`src/ecc_pkg.sv`:
```
package ecc_pkg;

  // data word and check bits of the 39/32 SECDED code
  localparam int unsigned DATA_W = 32;
  localparam int unsigned ECC_W = 7;
  // the top check bit is overall parity and the six below it are Hamming checks
  localparam int unsigned HAM_W = ECC_W - 1;
  localparam int unsigned CW_W = DATA_W + ECC_W;

  // word addressed bank with byte enables
  localparam int unsigned ADDR_W = 8;
  localparam int unsigned BYTE_W = 8;
  localparam int unsigned BE_W = DATA_W / BYTE_W;
  localparam int unsigned MEM_WORDS = 256;

  // request buffer between the shim and the bank
  localparam int unsigned FIFO_DEPTH = 2;
  localparam int unsigned PTR_W = $clog2(FIFO_DEPTH);
  localparam int unsigned CNT_W = $clog2(FIFO_DEPTH + 1);

  // error classes reported by the decoder
  localparam logic [1:0] ERR_NONE = 2'b00;
  localparam logic [1:0] ERR_SINGLE = 2'b01;
  localparam logic [1:0] ERR_DOUBLE = 2'b10;

  // field view follows the bus layout with user bits above the data bits
  // and the flat view is the raw codeword
  typedef union packed {
    struct packed {
      logic [ECC_W-1:0]  ecc;
      logic [DATA_W-1:0] data;
    } fields;
    logic [CW_W-1:0] flat;
  } ecc_codeword_u;

  // position of data bit j, counting only non power of two positions from 3 up
  function automatic logic [HAM_W-1:0] data_pos(input int unsigned j);
    int unsigned cnt;
    logic [HAM_W-1:0] pos;
    cnt = 0;
    pos = '0;
    for (int unsigned p = 3; p < CW_W; p++) begin
      // a power of two position holds a check bit and is skipped
      if ((p & (p - 1)) != 0) begin
        if (cnt == j) begin
          pos = HAM_W'(p);
        end
        cnt++;
      end
    end
    return pos;
  endfunction

  // Hamming check k is the parity of every data bit whose position has bit k set
  function automatic logic [HAM_W-1:0] calc_checks(input logic [DATA_W-1:0] data);
    logic [HAM_W-1:0] chk;
    logic [HAM_W-1:0] pos;
    chk = '0;
    for (int unsigned j = 0; j < DATA_W; j++) begin
      pos = data_pos(j);
      for (int unsigned k = 0; k < HAM_W; k++) begin
        if (pos[k]) begin
          chk[k] = chk[k] ^ data[j];
        end
      end
    end
    return chk;
  endfunction

endpackage

```
`src/ecc_req_fifo.sv`:
```
module ecc_req_fifo (
  input  logic                          clk_i,
  input  logic                          reset_i,
  // push side from the ECC shim
  input  logic                          push_req_i,
  output logic                          push_gnt_o,
  input  logic [ecc_pkg::ADDR_W-1:0]    push_add_i,
  input  logic                          push_wen_i,
  input  logic [ecc_pkg::DATA_W-1:0]    push_data_i,
  input  logic [ecc_pkg::BE_W-1:0]      push_be_i,
  // pop side towards the memory bank, driven from the head entry
  output logic                          pop_req_o,
  output logic [ecc_pkg::ADDR_W-1:0]    pop_add_o,
  output logic                          pop_wen_o,
  output logic [ecc_pkg::DATA_W-1:0]    pop_data_o,
  output logic [ecc_pkg::BE_W-1:0]      pop_be_o
);

  import ecc_pkg::*;

  // entry storage, one array per request field
  logic [ADDR_W-1:0] add_q  [FIFO_DEPTH];
  logic              wen_q  [FIFO_DEPTH];
  logic [DATA_W-1:0] data_q [FIFO_DEPTH];
  logic [BE_W-1:0]   be_q   [FIFO_DEPTH];

  logic [PTR_W-1:0] wr_ptr_q;
  logic [PTR_W-1:0] rd_ptr_q;
  logic [CNT_W-1:0] count_q;
  logic push;
  logic pop;

  // grant follows free space only and does not look at the request
  assign push_gnt_o = (count_q != CNT_W'(FIFO_DEPTH));
  assign push = push_req_i & push_gnt_o;

  // the bank takes one request per cycle, so the head leaves whenever it is valid
  assign pop_req_o = (count_q != '0);
  assign pop = pop_req_o;

  assign pop_add_o = add_q[rd_ptr_q];
  assign pop_wen_o = wen_q[rd_ptr_q];
  assign pop_data_o = data_q[rd_ptr_q];
  assign pop_be_o = be_q[rd_ptr_q];

  // payload is written at the tail on an accepted push
  always_ff @(posedge clk_i) begin
    if (push) begin
      add_q[wr_ptr_q] <= push_add_i;
      wen_q[wr_ptr_q] <= push_wen_i;
      data_q[wr_ptr_q] <= push_data_i;
      be_q[wr_ptr_q] <= push_be_i;
    end
  end

  // pointers wrap naturally since the depth is a power of two
  always_ff @(posedge clk_i) begin
    if (reset_i) begin
      wr_ptr_q <= '0;
      rd_ptr_q <= '0;
      count_q <= '0;
    end else begin
      if (push) begin
        wr_ptr_q <= wr_ptr_q + PTR_W'(1);
      end
      if (pop) begin
        rd_ptr_q <= rd_ptr_q + PTR_W'(1);
      end
      // a push and a pop in the same cycle leave the count unchanged
      case ({push, pop})
        2'b10:   count_q <= count_q + CNT_W'(1);
        2'b01:   count_q <= count_q - CNT_W'(1);
        default: count_q <= count_q;
      endcase
    end
  end

endmodule

```
`config.mk`:
```
export PLATFORM = sky130hd
export DESIGN_NAME = ecc_req_fifo
export DESIGN_NICKNAME = d
export VERILOG_FILES = /design/src/ecc_pkg.sv /design/src/ecc_req_fifo.sv
export SDC_FILE = /design/constraint.sdc
export NUM_CORES = 1
export LEC_CHECK = 0
export BUFFER_PORTS_ARGS = -buffer_cell sky130_fd_sc_hd__buf_2
export CORE_MARGIN = 2
export CORE_UTILIZATION = 52
export DETAILED_ROUTE_END_ITERATION = 7
export HOLD_SLACK_MARGIN = 0.05
export PLACE_DENSITY = 0.78
export REMOVE_ABC_BUFFERS = 1
export SLEW_MARGIN = 10
export SYNTH_ARGS = -nofsm -noshare
export SYNTH_HDL_FRONTEND = slang
export SYNTH_SLANG_ARGS = --single-unit
```
`constraint.sdc`:
```
create_clock -name clk_i -period 4.2 [get_ports clk_i]
set_clock_uncertainty 0.1 [all_clocks]
set_input_delay 0.63 -clock clk_i [delete_from_list [all_inputs] [get_ports clk_i]]
set_output_delay 0.63 -clock clk_i [all_outputs]
set_load 0.02 [all_outputs]
```
# [Yosys cells after proc, flatten, opt, wreduce, memory -nomap -nowiden]
# Memories as Yosys holds them, arrays and structs flattened. A register that Yosys moved wholly into a read port is not among the register bits.
# Cells that the tools add are included.
[op_classes] bitwise=1 addsub=4 eq_ne=3 reduce_logical=2 muxes=11
[op_table] op="$mux 1" count=10
[op_table] op="$pmux 2 s2" count=1
[op_table] op="$reduce_bool 2->1" count=2
[op_table] op="$add 1x1->1 const B" count=2
[op_table] op="$add 2x1->2 const B" count=1
[op_table] op="$eq 2x1->1 const B" count=1
[op_table] op="$eq 2x2->1 const B" count=1
[op_table] op="$ne 2x2->1 const B" count=1
[op_table] op="$sub 2x1->2 const B" count=1
[op_table] op="$and 1x1->1" count=1
[word_totals] word_cells=28 regBits=4 ram_bits=90 inputBits=48 out_inout_bits=47 n_memories=4
[mem_list] memory="data_q" words=2 word_bits=32 read_ports=1 rd_clocked_by_memory_dff=1 write_ports=1 line_no="ecc_req_fifo.sv:24" text="logic [DATA_W-1:0] data_q [FIFO_DEPTH];"
[mem_list] memory="add_q" words=2 word_bits=8 read_ports=1 rd_clocked_by_memory_dff=1 write_ports=1 line_no="ecc_req_fifo.sv:22" text="logic [ADDR_W-1:0] add_q [FIFO_DEPTH];"
[mem_list] memory="be_q" words=2 word_bits=4 read_ports=1 rd_clocked_by_memory_dff=1 write_ports=1 line_no="ecc_req_fifo.sv:25" text="logic [BE_W-1:0] be_q [FIFO_DEPTH];"
[mem_list] memory="wen_q" words=2 word_bits=1 read_ports=1 rd_clocked_by_memory_dff=1 write_ports=1 line_no="ecc_req_fifo.sv:23" text="logic wen_q [FIFO_DEPTH];"

# [Logic depth before layout (Yosys ltp)]
[depth] ltp_word=4 ltp_mapped=3 mapped_depth_nobuf=3

# [Worst setup path before layout]
# Ideal clock, no wire load.
[synth_timing] path_type="input port to flip-flop" startpoint="input port push_req_i" endpoint="memory add_q[0][0], enable pin" setup_time_ns=0.447 path_slack_ns=1.052 arrival_time_ns=2.600 required_ns=3.653 stages=2 n_path_buf=0 path_cell_list="nand2_1 nor2_1"
[synth_between] elab_chain_cells=3
[synth_rtl] element="start: declaration" line_no="ecc_req_fifo.sv:5" text="input logic push_req_i,"
[synth_rtl] element="$and 1x1->1" line_no="ecc_req_fifo.sv:35" text="assign push = push_req_i & push_gnt_o;"
[synth_rtl] element="$mux 1" line_no="ecc_req_fifo.sv:48" text="if (push) begin"
[synth_rtl] element="$mux 1 (implied by the code)" line_no="ecc_req_fifo.sv:49" text="add_q[wr_ptr_q] <= push_add_i;"
[synth_rtl] element="end: declaration" line_no="ecc_req_fifo.sv:22"
# No other way between the ends.

==> results.ini <==
[sta]
slew_violations=0
relSlewSlack=0.298
hold_viol=0
final.min_clock_period_ns=2.86
tightest_slew_ns=1.05
setup_tns_ns=0
max_freq_ghz=0.349
rsz0062_at_grt=no
setup_viol=0
fin_crit_sh=0.681
whs_ns=0.362

[die]
die_w_um=87.6
pin_count=95
start_util=0.535
core_area_um2=6790
die-area_um2=7680
row_count=30
die_h_um=87.6

[detailed_routing]
drt-total-wl_mm=5.69
viasPerCell=4.75
drt_iter0_drc=86
drt-pass1-iter-count=4
vias=1728
drt.antenna.violating_nets=0
route.detailed.wl_per_inst_um=15.6
drcViolationCount=0

[setup_path]
ff2ff_setup_slack_ns=2.22
setup.worst_path.end=pop_be_o[2]
worstReg2RegStart=count_q[0]$_SDFFE_PP0P_
critPathRequiredTime_ns=3.47
startpoint_type=flip-flop
crit_fanout=27
r2r-end=add_q[0][4]$_DFFE_PP_
worstRegToRegCells=4
cp.arrival_ns=2.13
path_class=flip-flop to output port
critPathCaptureType=output port

[synth]
synth_area_leaders=edfxtp_1 (74%), mux2_4 (17%), dfxtp_1 (2.8%), buf_12 (2.2%), mux2_2 (1.5%)
syn_inst=160
ys.flop_type=edfxtp_1
yosys.area.top_type=edfxtp_1
syn_area_per_cell_um2=22.7
synth-seq-cells=95
synth_area_um2=3640
synth_edf_count=90
synth_commonest_cells=edfxtp_1 (90), mux2_4 (41), dfxtp_1 (5), mux2_2 (5), nor2_1 (5)
synth_top_cell_area_share=0.743
synthArstFlopShare=0
synth.most_common_cell=edfxtp_1
seq_area_frac_synth=0.771
ys_warn_count=0
synth_cell_types=15

[placed_design]
placed_area_um2=4170
gp_congestion=0.753
port_buffers=94
dpl.hpwl_mm=3.87

[global_route]
grt_pass1_vias=1691
track_usage=0.147
grt_pass1_wl_mm=8.16
antenna_found_initial=0
met2_usage=0.243
use_met1=0.169
grt_max_degree=46
met3_usage=0.0405
top_usage_layer=met2
grt-ovfl-total=0

[flow_run]
maxCapViolations=0

[layout]
multiInputGateArea_um2=748
post-route-cell-area_um2=4360
n_antenna_cell=0
syn2layout_area_growth_pct=19.8
drive_gt1_frac=0.608
regArea_um2=2800
nFillCells=514
fin_nets=311

[cts]
ctsHtreeMaxLevel=3
cts.sinks=95
cts_setup_buffers=0
root_buffer=clkbuf_8
cts_resized=0
cts.hold.buffers_added=0
cts_tree=built
clk_pin_slew_ns=0.10
cts_buffer_depth=2
cts_made_buffers=9
insertion_delay_ns=0.35

[run_status]
status=finished clean

[worst_hold_path]
min_path_type=primary input to flip-flop

[power_and_ir_drop]
vdd_drop_max_mv=0.168
p_leak_nw=1.71
power_density_nw_per_um2=443

## critical path: stages (launching register included)
cell     delay [ns]
dfxtp_2        0.88
buf_4          0.40
mux2_4         0.33
buf_2          0.16
## where the power goes
group	internal (W)	switching (W)	total, W	leakage (nW)
sequential	0.00110	0.0000251	0.00112	0.886
clock	0.000229	0.000327	0.000555	0.0903
combinational	0.000119	0.000132	0.000251	0.738
total	0.00144	0.000484	0.00193	1.71
## worst min path at each step
stage	slack (ns)	cells after the start	from	end
finish	0.36	1	push_add_i[2]	add_q[1][2]$_DFFE_PP_
global route	0.34	1	push_add_i[2]	add_q[1][2]$_DFFE_PP_
CTS	0.34	1	push_data_i[3]	data_q[1][3]$_DFFE_PP_
detailed placement	0.35	2	count_q[0]$_SDFFE_PP0P_	count_q[1]$_SDFFE_PP0P_
global placement	0.33	2	count_q[0]$_SDFFE_PP0P_	count_q[1]$_SDFFE_PP0P_
floorplan	0.32	2	count_q[0]$_SDFFE_PP0P_	count_q[1]$_SDFFE_PP0P_
## cell usage in the layout, fill, tap and decap left out
cell and count:
or2_1 1, mux2_2 5, clkbuf_8 9, nand2b_2 1
inv_8 2, nand2_1 2, inv_1 1, dfxtp_1 4
nor2_1 4, a21oi_1 1, inv_6 2, nor2_4 1
and3_2 1, dfxtp_2 1, nor2b_1 1, buf_4 3
edfxtp_1 90, mux2_4 41, xnor2_1 1, buf_2 94
clkinvlp_4 2, clkinv_4 1
## final cells by class
type | instances | share of cell area
sequential | 95 | 0.644
multi-input combinational | 59 | 0.172
timing repair buffer | 97 | 0.113
clock buffer | 9 | 0.0284
tap | 96 | 0.0276
clock inverter | 7 | 0.0146
inverter | 1 | 0.000862
## metrics by stage
step	total power (W)	worst slack (ns)	util	instances
floorplan	0.00131	1.05	-	155
global placement	0.00139	1.72	0.614	348
detailed placement	0.00140	1.69	0.614	348
CTS	0.00195	1.29	0.641	364
global route	0.00200	1.23	0.641	364
finish	0.00193	1.34	0.641	364
## logic make-up (layout without fill, tap and decap cells)
kind of cell              after synthesis  in the layout  synth area share
xor gates and xnor gates                1              1           0.00241
DFF                                    95             95             0.771
and+or+nand+nor                        11             11            0.0148
muxes                                  46             46             0.185
buffers and inverters                   6            114            0.0261
AOI/OAI and AO/OA                       1              1           0.00137
## sequential cells by signal, indices dropped and copies added, names as in the netlist, named ones only
signal,cells
count_q,2
be_q,8
rd_ptr_q,1
add_q,16
data_q,64
wen_q,2
wr_ptr_q,1
## per-layer routing
| metal | up-vias | routed length [µm] |
|---|---|---|
| li1 | 830 | - |
| met1 | 823 | 2330 |
| met2 | 63 | 2890 |
| met3 | 12 | 299 |
| met4 | 0 | 166 |
| met5 | - | 0 |
(Power assumes the default switching activity.)
