$ cat config.mk
export PLATFORM = sky130hd
export DESIGN_NAME = ecc_bus_dec
export DESIGN_NICKNAME = d
export VERILOG_FILES = /design/src/ecc_pkg.sv /design/src/ecc_bus_dec.sv /design/src/secded_dec.sv /design/src/secded_enc.sv
export SDC_FILE = /design/constraint.sdc
export NUM_CORES = 1
export LEC_CHECK = 0
export BUFFER_PORTS_ARGS = -buffer_cell sky130_fd_sc_hd__buf_4
export CAP_MARGIN = 20
export CORE_MARGIN = 2
export CORE_UTILIZATION = 46
export DETAILED_ROUTE_END_ITERATION = 10
export PLACE_DENSITY = 0.95
export SLEW_MARGIN = 10
export SYNTH_ARGS = -nofsm -noshare
export SYNTH_HDL_FRONTEND = slang
export SYNTH_SLANG_ARGS = --single-unit
$ cat constraint.sdc
create_clock -name vclk -period 4.7
set_input_delay 0.47 -clock vclk [all_inputs]
set_output_delay 0.47 -clock vclk [all_outputs]
set_load 0.1 [all_outputs]
$ cat src/ecc_pkg.sv
package ecc_pkg;

  // data word and check bits of the 39/32 SECDED code
  localparam int unsigned DATA_W = 32;
  localparam int unsigned ECC_W = 7;
  // the top check bit is overall parity and the six below it are Hamming checks
  localparam int unsigned HAM_W = ECC_W - 1;
  localparam int unsigned CW_W = DATA_W + ECC_W;

  // word addressed bank with byte enables
  localparam int unsigned ADDR_W = 8;
  localparam int unsigned BYTE_W = 8;
  localparam int unsigned BE_W = DATA_W / BYTE_W;
  localparam int unsigned MEM_WORDS = 256;

  // request buffer between the shim and the bank
  localparam int unsigned FIFO_DEPTH = 2;
  localparam int unsigned PTR_W = $clog2(FIFO_DEPTH);
  localparam int unsigned CNT_W = $clog2(FIFO_DEPTH + 1);

  // error classes reported by the decoder
  localparam logic [1:0] ERR_NONE = 2'b00;
  localparam logic [1:0] ERR_SINGLE = 2'b01;
  localparam logic [1:0] ERR_DOUBLE = 2'b10;

  // field view follows the bus layout with user bits above the data bits
  // and the flat view is the raw codeword
  typedef union packed {
    struct packed {
      logic [ECC_W-1:0]  ecc;
      logic [DATA_W-1:0] data;
    } fields;
    logic [CW_W-1:0] flat;
  } ecc_codeword_u;

  // position of data bit j, counting only non power of two positions from 3 up
  function automatic logic [HAM_W-1:0] data_pos(input int unsigned j);
    int unsigned cnt;
    logic [HAM_W-1:0] pos;
    cnt = 0;
    pos = '0;
    for (int unsigned p = 3; p < CW_W; p++) begin
      // a power of two position holds a check bit and is skipped
      if ((p & (p - 1)) != 0) begin
        if (cnt == j) begin
          pos = HAM_W'(p);
        end
        cnt++;
      end
    end
    return pos;
  endfunction

  // Hamming check k is the parity of every data bit whose position has bit k set
  function automatic logic [HAM_W-1:0] calc_checks(input logic [DATA_W-1:0] data);
    logic [HAM_W-1:0] chk;
    logic [HAM_W-1:0] pos;
    chk = '0;
    for (int unsigned j = 0; j < DATA_W; j++) begin
      pos = data_pos(j);
      for (int unsigned k = 0; k < HAM_W; k++) begin
        if (pos[k]) begin
          chk[k] = chk[k] ^ data[j];
        end
      end
    end
    return chk;
  endfunction

endpackage

$ cat src/ecc_bus_dec.sv
module ecc_bus_dec (
  // initiator side, carries check bits in the user field
  input  logic                          req_i,
  output logic                          gnt_o,
  input  logic [ecc_pkg::ADDR_W-1:0]    add_i,
  input  logic                          wen_i,
  input  logic [ecc_pkg::DATA_W-1:0]    data_i,
  input  logic [ecc_pkg::BE_W-1:0]      be_i,
  input  logic [ecc_pkg::ECC_W-1:0]     user_i,
  output logic [ecc_pkg::DATA_W-1:0]    r_data_o,
  output logic [ecc_pkg::ECC_W-1:0]     r_user_o,
  output logic                          r_valid_o,
  output logic [ecc_pkg::ECC_W-1:0]     syndrome_o,
  output logic [1:0]                    err_o,
  // target side, plain data without check bits
  output logic                          fifo_req_o,
  input  logic                          fifo_gnt_i,
  output logic [ecc_pkg::ADDR_W-1:0]    fifo_add_o,
  output logic                          fifo_wen_o,
  output logic [ecc_pkg::DATA_W-1:0]    fifo_data_o,
  output logic [ecc_pkg::BE_W-1:0]      fifo_be_o,
  input  logic [ecc_pkg::DATA_W-1:0]    mem_r_data_i,
  input  logic                          mem_r_valid_i
);

  import ecc_pkg::*;

  ecc_codeword_u in_cw;

  // request controls go straight through, no latency is added here
  assign fifo_req_o = req_i;
  assign gnt_o = fifo_gnt_i;
  assign fifo_add_o = add_i;
  assign fifo_wen_o = wen_i;
  assign fifo_be_o = be_i;
  assign r_valid_o = mem_r_valid_i;

  // check bits sit above the data, the same order as user over data on the bus
  always_comb begin
    in_cw.fields.ecc = user_i;
    in_cw.fields.data = data_i;
  end

  // write data is replaced by the corrected word, nothing is done on a failed correction
  secded_dec u_dec (
    .cw_i       (in_cw),
    .data_o     (fifo_data_o),
    .syndrome_o (syndrome_o),
    .err_o      (err_o)
  );

  // read data leaves unchanged and gets fresh check bits in the user field
  assign r_data_o = mem_r_data_i;

  secded_enc u_enc (
    .data_i (mem_r_data_i),
    .ecc_o  (r_user_o)
  );

endmodule

$ cat src/secded_dec.sv
module secded_dec (
  input  ecc_pkg::ecc_codeword_u        cw_i,
  output logic [ecc_pkg::DATA_W-1:0]    data_o,
  output logic [ecc_pkg::ECC_W-1:0]     syndrome_o,
  output logic [1:0]                    err_o
);

  import ecc_pkg::*;

  logic [HAM_W-1:0] syn_ham;
  logic overall;
  logic [HAM_W-1:0] recomputed;

  // recompute the checks from the received data bits
  assign recomputed = calc_checks(cw_i.fields.data);

  // the low syndrome bits point at the failing position, zero if none
  assign syn_ham = recomputed ^ cw_i.fields.ecc[HAM_W-1:0];

  // a clean codeword has even parity over all 39 bits
  // so any odd number of flips shows up here
  assign overall = ^cw_i.flat;

  assign syndrome_o = {overall, syn_ham};

  // an odd parity means exactly one flip, wherever it sits
  // even parity with a nonzero syndrome means two flips
  always_comb begin
    err_o = ERR_NONE;
    if (overall) begin
      err_o = ERR_SINGLE;
    end else if (syn_ham != '0) begin
      err_o = ERR_DOUBLE;
    end
  end

  // only a single error is corrected
  // a position that is a check bit or outside the data leaves the data alone
  always_comb begin
    data_o = cw_i.fields.data;
    if (overall) begin
      for (int unsigned j = 0; j < DATA_W; j++) begin
        if (syn_ham == data_pos(j)) begin
          data_o[j] = ~cw_i.fields.data[j];
        end
      end
    end
  end

  // with a double error the data passes through as received
  // and it is up to the initiator to act on err_o

endmodule

$ cat src/secded_enc.sv
module secded_enc (
  input  logic [ecc_pkg::DATA_W-1:0] data_i,
  output logic [ecc_pkg::ECC_W-1:0]  ecc_o
);

  import ecc_pkg::*;

  // codeword with the overall parity bit still cleared
  ecc_codeword_u cw_part;
  logic [HAM_W-1:0] checks;
  logic overall;

  // the position tables are constant, so the function unrolls into
  // six plain XOR trees over the data bits
  assign checks = calc_checks(data_i);

  always_comb begin
    cw_part.fields.data = data_i;
    cw_part.fields.ecc = {1'b0, checks};
  end

  // overall parity covers data and the six Hamming checks
  // so that the complete codeword ends up with even parity
  assign overall = ^cw_part.flat;

  // parity bit goes on top, in the same order as the decoder expects
  assign ecc_o = {overall, checks};

endmodule

=== Word level (Yosys, flattened, before mapping) ===
Index checks and enable logic that the tools add are counted.

* Word-level logic and storage cells: 2348
* Input port bits: 87
* Output and inout bits: 96
* Flip-flop bits (word level): 0

* $add $sub $neg: 30
* Reduce and logical (&&, ||, !) cells: 34
* Mux-type cells: 1090
* Bitwise operators: 201
* Eq/ne operators: 993

{| class="wikitable"
|+ Operator list
! kind !! count
|-
| == test 32 x 5 -> 1 bit, second input constant || 496
|-
| == test 32 x 4 -> 1 bit, second input constant || 248
|-
| == test 32 x 3 -> 1 bit, second input constant || 124
|-
| 2-to-1 mux 6 bit || 605
|-
| == test 32 x 2 -> 1 bit, second input constant || 62
|-
| 2-to-1 mux 5 bit || 240
|-
| 2-to-1 mux 32 bit || 32
|-
| == test 32 x 1 -> 1 bit, second input constant || 31
|-
| logical NOT 32 bit || 31
|-
| adder 32 x 1 -> 32 bit, second input constant || 30
|-
| 2-to-1 mux 4 bit || 112
|-
| 2-to-1 mux 3 bit || 67
|-
| == test 6 bit || 32
|-
| bitwise XOR 1 bit || 168
|-
| XOR reduction 39 bit || 2
|-
| 2-to-1 mux 1 bit || 32
|-
| NOT 1 bit || 32
|-
| nonzero test 6 bit || 1
|-
| bitwise XOR 6 bit || 1
|-
| 2-to-1 mux 2 bit || 2
|}

=== Logic depth before layout (Yosys ltp) ===
* Depth after elaboration: 68
* Gate-level depth with buffers: 10
* Depth with buffers taken out: 8

=== Hierarchy ===
Synthesis repeated with hierarchy kept, for this count alone.

* Cells, all modules: 271
* Area total of the unflattened synthesis: 2698.8 sq um

{| class="wikitable"
|+ Modules (own cells, without submodules)
! module !! instances !! seq. area each (sq um) !! area each (sq um) !! cells each
|-
| secded_dec || 1 || 0.0 || 1624.1 || 168
|-
| secded_enc || 1 || 0.0 || 714.4 || 55
|-
| ecc_bus_dec || 1 || 0.0 || 360.3 || 48
|}

=== Worst setup path before layout ===
No wires, ideal clock.

* Path type: input-to-output
* Start point: in data_i[10] (netlist bit)
* End point: out fifo_data_o[0] (netlist bit)
* Path slack: -1002 ps
* Stages on the path: 9
* Required time: 4230 ps
* Path buffers: 2
* Data arrival time: 5232 ps
* Cell sequence: buf_2 -> xnor3_1 -> xnor2_1 -> xnor2_1 -> xnor2_1 -> and2_1 -> clkbuf_1 -> nand3_1 -> xnor2_1

* Longest elaborated chain between the ends: 16
* Elaborated cells between the ends (all ways): 50
* Classes of those cells: 1 x eq/ne; 2 x mux; 46 x bitwise; 1 x reduce/logical

{| class="wikitable"
|+ RTL lines
! what !! line !! source
|-
| start, declared || ecc_bus_dec.sv:7 || <nowiki>input logic [ecc_pkg::DATA_W-1:0] data_i,</nowiki>
|-
| bitwise XOR 1 bit (12 in series) || ecc_pkg.sv:63 || <nowiki>chk[k] = chk[k] ^ data[j];</nowiki>
|-
| bitwise XOR 6 bit || secded_dec.sv:18 || <nowiki>assign syn_ham = recomputed ^ cw_i.fields.ecc[HAM_W-1:0];</nowiki>
|-
| via syndrome_o (one bit) || ecc_bus_dec.sv:13 || <nowiki>output logic [ecc_pkg::ECC_W-1:0] syndrome_o,</nowiki>
|-
| == test 6 bit || secded_dec.sv:43 || <nowiki>if (syn_ham == data_pos(j)) begin</nowiki>
|-
| 2-to-1 mux 1 bit || secded_dec.sv:43 ||
|-
| 2-to-1 mux 32 bit || secded_dec.sv:41 || <nowiki>if (overall) begin</nowiki>
|-
| end, declared || ecc_bus_dec.sv:20 || <nowiki>output logic [ecc_pkg::DATA_W-1:0] fifo_data_o,</nowiki>
|}

The timed path passes the listed nets, and every way through them passes these cells.

=== Worst setup path in the final report ===
* Start point: in data_i[16] (netlist bit)
* End point: out fifo_data_o[9] (netlist bit)

* Longest elaborated chain between the ends: 14
* Elaborated cells between the ends (all ways): 33
* Classes of those cells: 1 x eq/ne; 2 x mux; 29 x bitwise; 1 x reduce/logical

{| class="wikitable"
|+ RTL lines
! what !! line
|-
| bitwise XOR 1 bit (10 in series) || ecc_pkg.sv:63
|-
| bitwise XOR 6 bit || secded_dec.sv:18
|-
| == test 6 bit || secded_dec.sv:43
|-
| 2-to-1 mux 1 bit || secded_dec.sv:43
|-
| 2-to-1 mux 32 bit * || secded_dec.sv:41
|}

Every way passes the cells marked *; elsewhere a longest branch is shown, timed or not.

==> key figures <==
Final layout
  • Most frequent cells in the layout: buf_4, xnor2_1, xnor2_2
  • P&R area growth vs syn: 42.59%
  • Share of post-route cells with drive strength above 1: between 50% and 60%
  • Final net count: 453
  • Seq cells: 0
  • Clock buffers: 0
  • Register Area: 0 um^2
  • Final Util: around two thirds
  • Design area: between 3000 and 4000 um^2
  • Commonest non-fill, non-tap cell in the layout: buf_4
  • Diodes inserted: 0
  • Fillcell total: 399

Detailed routing
  • Wirelength per Cell: approximately 16 um
  • Number of remaining DRC errors: 0
  • DRT Wirelength: about 6800 um
  • Met2 WL: around 3800 um
  • Vias: between 2000 and 2500
  • Initial drt markers: between 70 and 80
  • Met1 WL: between 2000 and 2500 um
  • First drt pass iteration count: 4
  • DR top layer: met4
  • DR vias/cell: slightly below 5
  • Antenna-violating nets left: 0
  • Routed wl met3: between 500 and 600 um

Worst setup path
  • Slowest CP cell: mux2i_1
  • Crit. End Element: output pin
  • Largest stage delay, worst path: 0.80 ns
  • CP required: between 4 and 5 ns
  • Critical Path Start Type: input pin
  • Worst path cell trace: buf_4 > xor2_1 > xnor3_2 > xnor2_4 > xnor2_4 > mux2i_1 > nand3_1 > xnor2_2 > buf_4
  • Critical path peak fanout: 11
  • Data arrival, critical path: about 3.5 ns
  • Crit Path Class: input pin to output pin

STA
  • Rel. slew slack: 37.55%
  • Final setup fails: 0
  • RSZ-0062 raised after global routing: false
  • Fin crit period: just under 4 ns
  • Final Max Tran Viols: 0
  • Max Fclk: between 0.2 and 0.3 GHz
  • Final hold vios: 0
  • Slew @ Worst Pin: 0.9107 ns
  • Fin crit share: between 80 and 90%

Global routing
  • Initial antenna violation count: 0
  • GRT Total Usage: roughly 22%
  • Number of global-route vias before repair: ~2200
  • Pin count of the biggest net entering global routing: 16
  • Global route overflow: 0
  • First-pass GRT wire length: 10650 um

Flow run
  • Max-Cap Viols: 0

Synthesis
  • Main combinational cell family by area after synthesis: XOR/XNOR gates
  • Mapped Area: about 2400 um^2
  • Synth Area in Compound Gates: less than 1%
  • Netlist cell types: 25
  • Mux contribution to synthesized area: 1.342%
  • XOR/XNOR share of the synthesized area: roughly two thirds
  • Top-area cell type share of the netlist area: about 45%
  • Post-synthesis sequential area ratio: 0%
  • Yosys warnings: 0
  • Adder-cell share of the synthesized area: 0%
  • Mapped Nets: 360
  • Mean post-synth cell area: ~8.9 um^2
  • Simple-gate share of the synthesized area: a little under an eighth
  • Mapped Cells: roughly 270
  • Yosys top cell by area: xnor2_1
  • Top cells by area in the synthesized netlist: xnor2_1, buf_4, xnor3_1

Die
  • Core Rows: 26
  • Die Area: ~5900 um^2
  • Floorplan core area: 5107 um^2
  • Chip width: about 77 um
  • Initial Utilization: a little under half
  • Die height: 76.59 um
  • I/O pins: roughly 180

Placement
  • Post-DP HPWL: between 6000 and 7000 um
  • Post-DP Area: between 3000 and 4000 um^2
  • RePlAce Congestion: just under 0.9
  • PortBufs: ~150

Run status
  • Status: completed

Clock tree
  • Cts hold-fix bufs: 0
  • Postcts setup bufs: 0
  • CTS resizes: 0

Min path
  • Worst Hold Class: input pin to output pin
  • Hold Crit Depth: 0
## path summary, 6_finish.rpt
check / from / slack [ns] / to
setup / recovery: data_i[16] / 0.73 / fifo_data_o[9]
hold / removal: add_i[3] / 0.94 / fifo_add_o[3]
## metal layers
layer,track usage [%],up-vias
met5,0,-
met4,6.182,0
met3,2.607,23
met2,45.75,143
met1,22.61,981
li1,-,1001
## metrics by stage
step                hold WS (ns)  worst slack [ns]  setup TNS, ns  std cells
global route              0.9401            0.5782              0        434
detailed placement        0.9407            0.7362              0        434
floorplan                  1.152           -0.2763        -0.5480        273
CTS                       0.9407            0.7387              0        434
finish                    0.9400            0.7336              0        434
global placement          0.9407            0.9308              0        434
## logic make-up after synthesis
logic type	after synthesis
xor gates and xnor gates	158
and+or+nand+nor	51
AOI/OAI and AO/OA	1
buffers and inverters	61
muxes	2
## cell usage after synthesis
master    count
and2_1        4
and3b_1       1
buf_1         1
buf_2         4
buf_4        53
buf_6         1
clkbuf_1      1
inv_2         1
mux2i_1       1
mux2i_4       1
nand2_1       3
nand2b_1      3
nand3_1      26
nand3b_1      6
nand3b_2      1
nor2_1        3
nor2_2        1
nor2b_1       3
o21ai_1       1
xnor2_1     124
xnor2_2       2
xnor2_4       2
xnor3_1      14
xnor3_2       2
xor2_1       14
## critical path, delay by kind of cell
family                 cells  cell delay, ns
XOR/XNOR                   5            1.50
buffers and inverters      2            0.44
multiplexers               1            0.80
AND/OR/NAND/NOR            1            0.27
## layout make-up
cell class / count / area, um^2 / area share, %
Inverter: 1 / 3.754 / 0.1086
Tap cell: 70 / 87.58 / 2.534
Timing Repair Buffer: 151 / 1134 / 32.80
Multi-Input combinational cell: 212 / 2231 / 64.55
Power is not shown: default switching activity piles up to over one toggle a cycle in this logic, so the estimate is an artifact.
